===== config.mk =====
export PLATFORM = sky130hd
export DESIGN_NAME = retire_trace
export DESIGN_NICKNAME = d
export VERILOG_FILES = /design/src/core_pkg.sv /design/src/trace_pkg.sv /design/src/operand_if.sv /design/src/trace_ctrl_tracker.sv /design/src/trace_operand_capture.sv /design/src/trace_packer.sv /design/src/retire_trace.sv
export SDC_FILE = /design/constraint.sdc
export NUM_CORES = 1
export LEC_CHECK = 0
export ABC_CLOCK_PERIOD_IN_PS = 2670
export BUFFER_PORTS_ARGS = -buffer_cell sky130_fd_sc_hd__buf_2
export CAP_MARGIN = 5
export CORE_AREA = 2 2 276 278
export CTS_CLUSTER_DIAMETER = 40
export DETAILED_ROUTE_END_ITERATION = 10
export DIE_AREA = 0 0 278 280
export PLACE_DENSITY = 0.55
export SLEW_MARGIN = 25
export SYNTH_ARGS = -nofsm -noshare
export SYNTH_HDL_FRONTEND = slang
export SYNTH_SLANG_ARGS = --single-unit

===== constraint.sdc =====
create_clock -name clk -period 2.67 [get_ports clk]
set_input_delay 0.534 -clock clk [delete_from_list [all_inputs] [get_ports clk]]
set_output_delay 0.534 -clock clk [all_outputs]
set_load 0.02 [all_outputs]

===== src/core_pkg.sv =====
//////////////////////////////////////////////////////////////////////
// Core encodings
// Pipeline encodings seen by the retirement trace: next-PC source,
// exception PC kind, privilege level and load/store access size
//////////////////////////////////////////////////////////////////////

package core_pkg;

  // Next-PC source chosen by the controller
  typedef enum logic [2:0] {
    PC_BOOT = 3'b000,
    PC_JUMP = 3'b001,
    PC_EXC  = 3'b010,
    PC_ERET = 3'b011,
    PC_DRET = 3'b100
  } pc_sel_e;

  // Kind of exception PC when PC_EXC is selected
  typedef enum logic [1:0] {
    EXC_PC_EXC     = 2'b00,
    EXC_PC_IRQ     = 2'b01,
    EXC_PC_DBD     = 2'b10,
    EXC_PC_DBG_EXC = 2'b11
  } exc_pc_sel_e;

  // Privilege levels, RISC-V encoding
  typedef enum logic [1:0] {
    PRIV_LVL_U = 2'b00,
    PRIV_LVL_S = 2'b01,
    PRIV_LVL_M = 2'b11
  } priv_lvl_e;

  // Load/store access size
  typedef enum logic [1:0] {
    DATA_WORD = 2'b00,
    DATA_HALF = 2'b01,
    DATA_BYTE = 2'b10
  } data_type_e;

endpackage


===== src/trace_pkg.sv =====
//////////////////////////////////////////////////////////////////////
// Trace packet definitions
// Field widths of the retirement trace packet and the byte mask type
//////////////////////////////////////////////////////////////////////

package trace_pkg;

  // Register and address width
  localparam int unsigned XLEN = 32;

  // Register index width
  localparam int unsigned REG_ADDR_W = 5;

  // Compressed instruction width
  localparam int unsigned CINSN_W = 16;

  // Default order counter width
  localparam int unsigned ORDER_W_DEFAULT = 64;

  // One bit per byte lane of a data word
  typedef logic [XLEN/8-1:0] byte_mask_t;

endpackage


===== src/operand_if.sv =====
//////////////////////////////////////////////////////////////////////
// Operand interface
// Instruction word and source operands of the instruction in flight
//////////////////////////////////////////////////////////////////////

interface operand_if;

  logic [trace_pkg::XLEN-1:0]       insn;
  logic [trace_pkg::REG_ADDR_W-1:0] rs1_addr;
  logic [trace_pkg::REG_ADDR_W-1:0] rs2_addr;
  logic [trace_pkg::XLEN-1:0]       rs1_data;
  logic [trace_pkg::XLEN-1:0]       rs2_data;

  // Capture side drives, packer side reads
  modport src (
    output insn, rs1_addr, rs2_addr, rs1_data, rs2_data
  );

  modport dst (
    input insn, rs1_addr, rs2_addr, rs1_data, rs2_data
  );

endinterface


===== src/trace_ctrl_tracker.sv =====
//////////////////////////////////////////////////////////////////////
// Trace control tracker
// Tracks the decode-to-retire window and the first instruction
// retired after a trap entry
//////////////////////////////////////////////////////////////////////

module trace_ctrl_tracker (
  input  logic                     clk,
  input  logic                     rst_ni,
  input  logic                     instr_new_i,
  input  logic                     instr_ret_i,
  input  logic                     pc_set_i,
  input  core_pkg::pc_sel_e        pc_mux_i,
  input  core_pkg::exc_pc_sel_e    exc_pc_mux_i,
  output logic                     window_o,
  output logic                     intr_o
);

  logic window_q;
  logic trap_d, trap_q;
  logic trap_entry;

  // Window opens on a new instruction and stays open until retire
  assign window_o = instr_new_i | window_q;

  always_ff @(posedge clk or negedge rst_ni) begin
    if (!rst_ni) begin
      window_q <= 1'b0;
    end else if (instr_ret_i) begin
      window_q <= 1'b0;
    end else begin
      window_q <= window_o;
    end
  end

  // PC redirected into a trap handler, debug entries excluded
  assign trap_entry = pc_set_i && (pc_mux_i == core_pkg::PC_EXC) &&
                      ((exc_pc_mux_i == core_pkg::EXC_PC_EXC) ||
                       (exc_pc_mux_i == core_pkg::EXC_PC_IRQ));

  always_comb begin
    trap_d = trap_q;
    if (trap_entry) begin
      trap_d = 1'b1;
    end else if (trap_q && instr_ret_i) begin
      // First handler instruction has retired
      trap_d = 1'b0;
    end
  end

  always_ff @(posedge clk or negedge rst_ni) begin
    if (!rst_ni) begin
      trap_q <= 1'b0;
    end else begin
      trap_q <= trap_d;
    end
  end

  assign intr_o = trap_q & window_o;

endmodule


===== src/trace_operand_capture.sv =====
//////////////////////////////////////////////////////////////////////
// Trace operand capture
// Picks the instruction word and holds it with the source operands
// from decode until the next instruction enters
//////////////////////////////////////////////////////////////////////

module trace_operand_capture (
  input  logic                             clk,
  input  logic                             rst_ni,
  input  logic                             instr_new_i,
  input  logic [trace_pkg::XLEN-1:0]       instr_rdata_i,
  input  logic [trace_pkg::CINSN_W-1:0]    instr_rdata_c_i,
  input  logic                             instr_is_compressed_i,
  input  logic [trace_pkg::REG_ADDR_W-1:0] rs1_addr_i,
  input  logic [trace_pkg::REG_ADDR_W-1:0] rs2_addr_i,
  input  logic [trace_pkg::XLEN-1:0]       rs1_rdata_i,
  input  logic [trace_pkg::XLEN-1:0]       rs2_rdata_i,
  operand_if.src                           op
);

  logic [trace_pkg::XLEN-1:0]       insn_sel;
  logic [trace_pkg::XLEN-1:0]       insn_q;
  logic [trace_pkg::REG_ADDR_W-1:0] rs1_addr_q, rs2_addr_q;
  logic [trace_pkg::XLEN-1:0]       rs1_data_q, rs2_data_q;

  // Compressed encodings are zero-extended to a full word
  assign insn_sel = instr_is_compressed_i ?
                    {{(trace_pkg::XLEN-trace_pkg::CINSN_W){1'b0}}, instr_rdata_c_i} :
                    instr_rdata_i;

  always_ff @(posedge clk or negedge rst_ni) begin
    if (!rst_ni) begin
      insn_q     <= '0;
      rs1_addr_q <= '0;
      rs2_addr_q <= '0;
      rs1_data_q <= '0;
      rs2_data_q <= '0;
    end else if (instr_new_i) begin
      insn_q     <= insn_sel;
      rs1_addr_q <= rs1_addr_i;
      rs2_addr_q <= rs2_addr_i;
      rs1_data_q <= rs1_rdata_i;
      rs2_data_q <= rs2_rdata_i;
    end
  end

  // Live values in the decode cycle, held copy afterwards
  assign op.insn     = instr_new_i ? insn_sel    : insn_q;
  assign op.rs1_addr = instr_new_i ? rs1_addr_i  : rs1_addr_q;
  assign op.rs2_addr = instr_new_i ? rs2_addr_i  : rs2_addr_q;
  assign op.rs1_data = instr_new_i ? rs1_rdata_i : rs1_data_q;
  assign op.rs2_data = instr_new_i ? rs2_rdata_i : rs2_data_q;

endmodule


===== src/trace_packer.sv =====
//////////////////////////////////////////////////////////////////////
// Trace packer
// Holds destination and memory fields per instruction and registers
// one trace packet per retired instruction
//////////////////////////////////////////////////////////////////////

module trace_packer #(
  parameter int unsigned OrderWidth = trace_pkg::ORDER_W_DEFAULT
) (
  input  logic                             clk,
  input  logic                             rst_ni,
  input  logic                             window_i,
  input  logic                             intr_i,
  operand_if.dst                           op,
  input  logic                             instr_ret_i,
  input  logic                             illegal_insn_i,
  input  core_pkg::priv_lvl_e              priv_mode_i,
  input  logic [trace_pkg::XLEN-1:0]       pc_id_i,
  input  logic [trace_pkg::XLEN-1:0]       pc_if_i,
  input  logic [trace_pkg::REG_ADDR_W-1:0] rd_addr_i,
  input  logic [trace_pkg::XLEN-1:0]       rd_wdata_i,
  input  logic                             rd_we_i,
  input  logic                             lsu_data_valid_i,
  input  core_pkg::data_type_e             data_type_i,
  input  logic                             data_we_i,
  input  logic [trace_pkg::XLEN-1:0]       mem_addr_i,
  input  logic [trace_pkg::XLEN-1:0]       mem_rdata_i,
  input  logic [trace_pkg::XLEN-1:0]       mem_wdata_i,
  output logic                             trace_valid_o,
  output logic [OrderWidth-1:0]            trace_order_o,
  output logic [trace_pkg::XLEN-1:0]       trace_insn_o,
  output logic                             trace_trap_o,
  output logic                             trace_intr_o,
  output core_pkg::priv_lvl_e              trace_mode_o,
  output logic [trace_pkg::REG_ADDR_W-1:0] trace_rs1_addr_o,
  output logic [trace_pkg::REG_ADDR_W-1:0] trace_rs2_addr_o,
  output logic [trace_pkg::XLEN-1:0]       trace_rs1_rdata_o,
  output logic [trace_pkg::XLEN-1:0]       trace_rs2_rdata_o,
  output logic [trace_pkg::REG_ADDR_W-1:0] trace_rd_addr_o,
  output logic [trace_pkg::XLEN-1:0]       trace_rd_wdata_o,
  output logic [trace_pkg::XLEN-1:0]       trace_pc_rdata_o,
  output logic [trace_pkg::XLEN-1:0]       trace_pc_wdata_o,
  output logic [trace_pkg::XLEN-1:0]       trace_mem_addr_o,
  output trace_pkg::byte_mask_t            trace_mem_rmask_o,
  output trace_pkg::byte_mask_t            trace_mem_wmask_o,
  output logic [trace_pkg::XLEN-1:0]       trace_mem_rdata_o,
  output logic [trace_pkg::XLEN-1:0]       trace_mem_wdata_o
);

  logic [trace_pkg::REG_ADDR_W-1:0] rd_addr_d, rd_addr_q;
  logic [trace_pkg::XLEN-1:0]       rd_wdata_d, rd_wdata_q;
  logic                             mem_take;
  trace_pkg::byte_mask_t            byte_mask;
  trace_pkg::byte_mask_t            rmask_d, rmask_q, wmask_d, wmask_q;
  logic [trace_pkg::XLEN-1:0]       mem_addr_d, mem_addr_q;
  logic [trace_pkg::XLEN-1:0]       mem_rdata_d, mem_rdata_q;
  logic [trace_pkg::XLEN-1:0]       mem_wdata_d, mem_wdata_q;

  //////////////////////////////////////////////////////////////////////
  // Destination and memory hold
  //////////////////////////////////////////////////////////////////////

  // No write reports nothing, x0 keeps its address but reads zero
  always_comb begin
    rd_addr_d  = rd_addr_q;
    rd_wdata_d = rd_wdata_q;
    if (window_i) begin
      if (!rd_we_i) begin
        rd_addr_d  = '0;
        rd_wdata_d = '0;
      end else begin
        rd_addr_d  = rd_addr_i;
        rd_wdata_d = (rd_addr_i == '0) ? '0 : rd_wdata_i;
      end
    end
  end

  always_comb begin
    unique case (data_type_i)
      core_pkg::DATA_WORD: byte_mask = 4'b1111;
      core_pkg::DATA_HALF: byte_mask = 4'b0011;
      core_pkg::DATA_BYTE: byte_mask = 4'b0001;
      default:             byte_mask = 4'b0000;
    endcase
  end

  // Memory fields only change on a completed access
  assign mem_take    = window_i & lsu_data_valid_i;
  assign mem_addr_d  = mem_take ? mem_addr_i  : mem_addr_q;
  assign mem_rdata_d = mem_take ? mem_rdata_i : mem_rdata_q;
  assign mem_wdata_d = mem_take ? mem_wdata_i : mem_wdata_q;
  assign rmask_d     = mem_take ? byte_mask : rmask_q;
  assign wmask_d     = mem_take ? (data_we_i ? byte_mask : '0) : wmask_q;

  always_ff @(posedge clk or negedge rst_ni) begin
    if (!rst_ni) begin
      rd_addr_q   <= '0;
      rd_wdata_q  <= '0;
      mem_addr_q  <= '0;
      mem_rdata_q <= '0;
      mem_wdata_q <= '0;
      rmask_q     <= '0;
      wmask_q     <= '0;
    end else begin
      rd_addr_q   <= rd_addr_d;
      rd_wdata_q  <= rd_wdata_d;
      mem_addr_q  <= mem_addr_d;
      mem_rdata_q <= mem_rdata_d;
      mem_wdata_q <= mem_wdata_d;
      rmask_q     <= rmask_d;
      wmask_q     <= wmask_d;
    end
  end

  //////////////////////////////////////////////////////////////////////
  // Packet registers
  //////////////////////////////////////////////////////////////////////

  always_ff @(posedge clk or negedge rst_ni) begin
    if (!rst_ni) begin
      trace_valid_o <= 1'b0;
      trace_order_o <= '0;
      trace_trap_o  <= 1'b0;
      trace_intr_o  <= 1'b0;
      trace_mode_o  <= core_pkg::PRIV_LVL_M;
    end else begin
      trace_valid_o <= instr_ret_i;
      // Order counts packets already sent
      trace_order_o <= trace_order_o + OrderWidth'(trace_valid_o);
      trace_trap_o  <= illegal_insn_i;
      trace_intr_o  <= intr_i;
      trace_mode_o  <= priv_mode_i;
    end
  end

  always_ff @(posedge clk) begin
    trace_insn_o      <= op.insn;
    trace_rs1_addr_o  <= op.rs1_addr;
    trace_rs2_addr_o  <= op.rs2_addr;
    trace_rs1_rdata_o <= op.rs1_data;
    trace_rs2_rdata_o <= op.rs2_data;
    trace_rd_addr_o   <= rd_addr_d;
    trace_rd_wdata_o  <= rd_wdata_d;
    trace_pc_rdata_o  <= pc_id_i;
    trace_pc_wdata_o  <= pc_if_i;
    trace_mem_addr_o  <= mem_addr_d;
    trace_mem_rmask_o <= rmask_d;
    trace_mem_wmask_o <= wmask_d;
    trace_mem_rdata_o <= mem_rdata_d;
    trace_mem_wdata_o <= mem_wdata_d;
  end

endmodule


===== src/retire_trace.sv =====
//////////////////////////////////////////////////////////////////////
// Retirement trace
// Builds one trace packet per retired instruction from pipeline events
//////////////////////////////////////////////////////////////////////

module retire_trace #(
  parameter int unsigned OrderWidth = trace_pkg::ORDER_W_DEFAULT
) (
  input  logic                             clk,
  input  logic                             rst_ni,
  // Pipeline events
  input  logic                             instr_new_i,
  input  logic                             instr_ret_i,
  input  logic [trace_pkg::XLEN-1:0]       instr_rdata_i,
  input  logic [trace_pkg::CINSN_W-1:0]    instr_rdata_c_i,
  input  logic                             instr_is_compressed_i,
  input  logic                             illegal_insn_i,
  input  logic [trace_pkg::XLEN-1:0]       pc_id_i,
  input  logic [trace_pkg::XLEN-1:0]       pc_if_i,
  input  core_pkg::priv_lvl_e              priv_mode_i,
  input  logic [trace_pkg::REG_ADDR_W-1:0] rs1_addr_i,
  input  logic [trace_pkg::REG_ADDR_W-1:0] rs2_addr_i,
  input  logic [trace_pkg::XLEN-1:0]       rs1_rdata_i,
  input  logic [trace_pkg::XLEN-1:0]       rs2_rdata_i,
  input  logic [trace_pkg::REG_ADDR_W-1:0] rd_addr_i,
  input  logic [trace_pkg::XLEN-1:0]       rd_wdata_i,
  input  logic                             rd_we_i,
  input  logic                             lsu_data_valid_i,
  input  core_pkg::data_type_e             data_type_i,
  input  logic                             data_we_i,
  input  logic [trace_pkg::XLEN-1:0]       mem_addr_i,
  input  logic [trace_pkg::XLEN-1:0]       mem_rdata_i,
  input  logic [trace_pkg::XLEN-1:0]       mem_wdata_i,
  input  logic                             pc_set_i,
  input  core_pkg::pc_sel_e                pc_mux_i,
  input  core_pkg::exc_pc_sel_e            exc_pc_mux_i,
  // Trace packet
  output logic                             trace_valid_o,
  output logic [OrderWidth-1:0]            trace_order_o,
  output logic [trace_pkg::XLEN-1:0]       trace_insn_o,
  output logic                             trace_trap_o,
  output logic                             trace_intr_o,
  output core_pkg::priv_lvl_e              trace_mode_o,
  output logic [trace_pkg::REG_ADDR_W-1:0] trace_rs1_addr_o,
  output logic [trace_pkg::REG_ADDR_W-1:0] trace_rs2_addr_o,
  output logic [trace_pkg::XLEN-1:0]       trace_rs1_rdata_o,
  output logic [trace_pkg::XLEN-1:0]       trace_rs2_rdata_o,
  output logic [trace_pkg::REG_ADDR_W-1:0] trace_rd_addr_o,
  output logic [trace_pkg::XLEN-1:0]       trace_rd_wdata_o,
  output logic [trace_pkg::XLEN-1:0]       trace_pc_rdata_o,
  output logic [trace_pkg::XLEN-1:0]       trace_pc_wdata_o,
  output logic [trace_pkg::XLEN-1:0]       trace_mem_addr_o,
  output trace_pkg::byte_mask_t            trace_mem_rmask_o,
  output trace_pkg::byte_mask_t            trace_mem_wmask_o,
  output logic [trace_pkg::XLEN-1:0]       trace_mem_rdata_o,
  output logic [trace_pkg::XLEN-1:0]       trace_mem_wdata_o
);

  logic window;
  logic intr;

  operand_if operands ();

  trace_ctrl_tracker i_ctrl_tracker (
    .clk          (clk),
    .rst_ni       (rst_ni),
    .instr_new_i  (instr_new_i),
    .instr_ret_i  (instr_ret_i),
    .pc_set_i     (pc_set_i),
    .pc_mux_i     (pc_mux_i),
    .exc_pc_mux_i (exc_pc_mux_i),
    .window_o     (window),
    .intr_o       (intr)
  );

  trace_operand_capture i_operand_capture (
    .clk                   (clk),
    .rst_ni                (rst_ni),
    .instr_new_i           (instr_new_i),
    .instr_rdata_i         (instr_rdata_i),
    .instr_rdata_c_i       (instr_rdata_c_i),
    .instr_is_compressed_i (instr_is_compressed_i),
    .rs1_addr_i            (rs1_addr_i),
    .rs2_addr_i            (rs2_addr_i),
    .rs1_rdata_i           (rs1_rdata_i),
    .rs2_rdata_i           (rs2_rdata_i),
    .op                    (operands.src)
  );

  trace_packer #(
    .OrderWidth (OrderWidth)
  ) i_packer (
    .clk               (clk),
    .rst_ni            (rst_ni),
    .window_i          (window),
    .intr_i            (intr),
    .op                (operands.dst),
    .instr_ret_i       (instr_ret_i),
    .illegal_insn_i    (illegal_insn_i),
    .priv_mode_i       (priv_mode_i),
    .pc_id_i           (pc_id_i),
    .pc_if_i           (pc_if_i),
    .rd_addr_i         (rd_addr_i),
    .rd_wdata_i        (rd_wdata_i),
    .rd_we_i           (rd_we_i),
    .lsu_data_valid_i  (lsu_data_valid_i),
    .data_type_i       (data_type_i),
    .data_we_i         (data_we_i),
    .mem_addr_i        (mem_addr_i),
    .mem_rdata_i       (mem_rdata_i),
    .mem_wdata_i       (mem_wdata_i),
    .trace_valid_o     (trace_valid_o),
    .trace_order_o     (trace_order_o),
    .trace_insn_o      (trace_insn_o),
    .trace_trap_o      (trace_trap_o),
    .trace_intr_o      (trace_intr_o),
    .trace_mode_o      (trace_mode_o),
    .trace_rs1_addr_o  (trace_rs1_addr_o),
    .trace_rs2_addr_o  (trace_rs2_addr_o),
    .trace_rs1_rdata_o (trace_rs1_rdata_o),
    .trace_rs2_rdata_o (trace_rs2_rdata_o),
    .trace_rd_addr_o   (trace_rd_addr_o),
    .trace_rd_wdata_o  (trace_rd_wdata_o),
    .trace_pc_rdata_o  (trace_pc_rdata_o),
    .trace_pc_wdata_o  (trace_pc_wdata_o),
    .trace_mem_addr_o  (trace_mem_addr_o),
    .trace_mem_rmask_o (trace_mem_rmask_o),
    .trace_mem_wmask_o (trace_mem_wmask_o),
    .trace_mem_rdata_o (trace_mem_rdata_o),
    .trace_mem_wdata_o (trace_mem_wdata_o)
  );

endmodule


==> summary.md <==
| Metric | Value |
|---|---|
| Critical path origin | `i_packer.trace_valid_o$_DFF_PN0_` |
| Sink Count | `roughly 630` |
| R2r setup slk | `about 0.32 ns` |
| Iter 0 DRT Violations | `roughly 470` |
| Slew of the pin with the lowest slew margin | `about 0.66 ns` |
| Die Y | `roughly 280 um` |
| Total GRT Usage | `between 10% and 20%` |
| Clock Path Buffers | `3` |
| Fin Setup TNS | `0 ns` |
| Synth area leader | `dfrtp_1` |
| Final hold viol count | `0` |
| Fin nets | `~2400` |
| Cell family with most CP delay | `simple AND/OR/NAND/NOR gates` |
| Syn nets | `between 1500 and 2000` |
| Most frequent cell on the critical path | `ha_1` |
| Root Driver | `clkbuf_16` |
| H-tree Lvls | `3` |
| # IOs | `between 700 and 800` |
| Status | `finished clean` |
| Fillcell total | `between 7000 and 8000` |
| Vias in the first global route | `~14000` |
| Design Power | `about 0.026 W` |
| Initial Util | `between 20% and 30%` |
| DR vias | `between 10000 and 15000` |
| Setup Viol. Count Final | `0` |
| Area grow syn2layout | `47.3%` |
| Fmax | `between 400 and 500 MHz` |
| Share of the yosys chip area belonging to registers | `between 70% and 80%` |
| Final Routed Wirelength | `55100 um` |
| Lkg Pwr | `13.2 nW` |
| Post-Syn Area | `between 15000 and 20000 um^2` |
| Register area | `14200 um^2` |
| Final slew viol count | `0` |
| Layout cells sized above 1 | `about half` |
| Synth warn | `0` |
| TritonCTS Buffers | `87` |
| Slowest stage cell, crit path | `dfrtp_1` |
| Post_cts resized | `0` |
| Yosys reg bits | `roughly 630` |
| Drt first pass iters | `4` |
| Worst vdd ir | `0.604 mV` |
| RSZ-0062 raised after global routing | `false` |
| Synth unique cells | `39` |
| Final Cycle Share | `approximately nine tenths` |
| Clock transition at path regs | `0.06 ns` |
| Layout Skew | `~0.037 ns` |
| Fin crit period | `about 2.4 ns` |
| Post-detail-place hpwl | `just over 40000 um` |
| Avg Cell Area, Syn | `15.2 um^2` |
| Worst-Skew Late Latency | `~0.64 ns` |
| CTS tree | `done` |
| Type of the worst min-delay path | `in2reg` |
| Async set or reset register ratio after synthesis | `around half` |
| Port buffer count | `slightly above 700` |
| Top post-synthesis cells by area | `dfrtp_1, dfxtp_1, mux2_2` |
| WL/cell | `between 15 and 20 um` |
| Critical path buffers and inverters | `1` |
| Min-delay src | `pc_mux_i[0]` |
| # Max-Cap Violations | `0` |
| Synthesized instance count | `around 1200` |
| Area of the multi-input gates | `4220 um^2` |
| Share of the synthesized area in the top cell type | `42.4%` |
| Remaining Overflow, GRT | `0` |
| Critical R2R Launch | `i_packer.trace_valid_o$_DFF_PN0_` |
| Number of antenna-violating nets in the routed design | `0` |
| Crit path launch type | `flip-flop` |
| Relative slew slack | `between 50% and 60%` |
| PwrDens | `around 930 nW/um^2` |
| Vias per Instance | `4.08` |
| Req. time, crit path | `3.22 ns` |
| Initial antenna violation count | `8` |
| Global-route wire length before repair | `83000 um` |
| CP peak stage delay | `roughly 0.35 ns` |
| Largest net degree at the start of global routing | `75` |
| Crit path cell chain | `ha_1 -> ha_1 -> and3_1 -> and4_4 -> nand4_4 -> buf_4 -> nor4_1 -> xor2_1` |
| Critical path class | `reg2reg` |
| Crit-path max FO | `8` |
| Die area | `77800 um^2` |
| CP arrival | `around 2.9 ns` |
| EDFF count, synth | `0` |
| Core Footprint | `75200 um^2` |
| Row count | `101` |
| DRC violations left | `0` |
| CP Capture Type | `flip-flop` |
| Post-synth top flop | `dfrtp_1` |
| Die W | `278 um` |
| Final Wtd Congestion | `between 0.8 and 0.9` |
==> where the power goes <==
part / switching, W / leakage (nW) / internal [W]
clock: 0.00449 / 1.53 / 0.00762
sequential: 0.000299 / 6.54 / 0.0105
combinational: 0.00164 / 5.11 / 0.00104
total: 0.00643 / 13.2 / 0.0191
==> synthesized netlist by cell type (7+ instances only) <==
library cell	instances
buf_2	13
nand2_1	63
clkbuf_1	25
o21ai_0	24
xor2_1	34
and3_1	7
nor3_1	19
xnor2_1	27
dfrtp_1	316
mux2_2	171
dfxtp_1	311
a22o_1	32
mux2i_1	16
nor2_1	40
nand4_1	16
inv_1	25
a21oi_1	17
nor4_1	12
nand3_1	25
==> timing repair <==
item,4_1_cts,5_1_grt
endpoints found under the hold margin,113,0
hold buffers,68,0
buffers inserted,0,0
==> through the flow <==
step,setup slack (ns),cells,utilization [%],area (um^2),hold slack (ns)
after floorplan,0.443,1224,-,18600,0.238
after global placement,0.322,2906,31.4,23600,0.450
after detailed placement,0.273,2906,31.4,23600,0.457
after CTS,0.252,3138,36.5,27500,0.0434
after global routing,0.146,3139,36.5,27500,0.0793
final,0.318,3141,36.5,27500,0.0964
==> final timing paths <==
path,endpoint,cells after the start
setup / recovery,i_packer.trace_order_o[50]$_DFF_PN0_,8
hold / removal,i_ctrl_tracker.trap_q$_DFFE_PN0P_,2
setup reg to reg,i_packer.trace_order_o[50]$_DFF_PN0_,8
hold reg to reg,i_packer.trace_rs2_rdata_o[21]$_DFF_P_,1
max in group asynchronous,i_packer.trace_mode_o[1]$_DFF_PN1_,3
min in group asynchronous,i_packer.mem_wdata_q[19]$_DFF_PN0_,2
==> worst reg2reg max path: stages (launching register included) <==
cell     delay [ns]
dfrtp_1        0.35
ha_1           0.22
ha_1           0.21
and3_1         0.26
and4_4         0.30
nand4_4        0.18
buf_4          0.22
nor4_1         0.36
xor2_1         0.18
==> per-layer routing <==
layer,wire length (um),track usage (%),vias up
met4,1650,5.56,4
met2,28000,24.4,521
met5,25,0,-
met3,5310,5.67,117
met1,20100,14.7,6272
li1,-,-,5912
==> state kept, by name, summed over array words and instances (netlist names), 32 cells and up <==
register	count
i_packer.trace_rs1_rdata_o	32
i_packer.trace_pc_rdata_o	32
i_packer.trace_rd_wdata_o	32
i_operand_capture.insn_q	32
i_packer.trace_mem_addr_o	32
i_packer.trace_insn_o	32
i_packer.trace_mem_wdata_o	32
i_packer.trace_rs2_rdata_o	32
i_packer.trace_order_o	64
i_packer.trace_pc_wdata_o	32
i_packer.trace_mem_rdata_o	32
i_packer.rd_wdata_q	32
i_packer.mem_rdata_q	32
i_operand_capture.rs1_data_q	32
i_packer.mem_addr_q	32
i_operand_capture.rs2_data_q	32
i_packer.mem_wdata_q	32
==> cell families (layout without fill, tap and decap cells) <==
family	Yosys count	after routing	synth area share, %
mux	187	187	11.2
buf+inv	64	1000	1.38
compound gates	76	76	2.70
flops	629	629	76.1
xor+xnor	62	62	2.95
fa+ha+maj	2	2	0.134
other cells	0	3	0
simple gates	204	204	5.54
==> cell usage in the layout, fill, tap and decap left out, types with 19 or more instances in the layout <==
cell type	synthesis	final
buf_2	13	714
dfrtp_1	316	316
dfxtp_1	311	311
mux2_2	171	171
clkbuf_16	0	89
dlygate4sd3_1	0	68
nand2_1	63	63
nor2_1	40	39
xor2_1	34	34
a22o_1	32	32
xnor2_1	27	27
inv_1	25	25
nand3_1	25	25
o21ai_0	24	24
buf_4	0	23
nor3_1	19	19
==> area by class of cell <==
| class | instances | share of cell area (%) |
|---|---|---|
| Inverter | 25 | 0.342 |
| Clock inverter | 48 | 2.51 |
| Antenna cell | 3 | 0.0273 |
| Tap cell | 978 | 4.46 |
| Clock buffer | 116 | 9.10 |
| Sequential cell | 629 | 51.7 |
| Multi-Input combinational cell | 531 | 15.4 |
| Timing Repair Buffer | 811 | 16.5 |
Note: power is estimated with default switching activity, not from simulation.
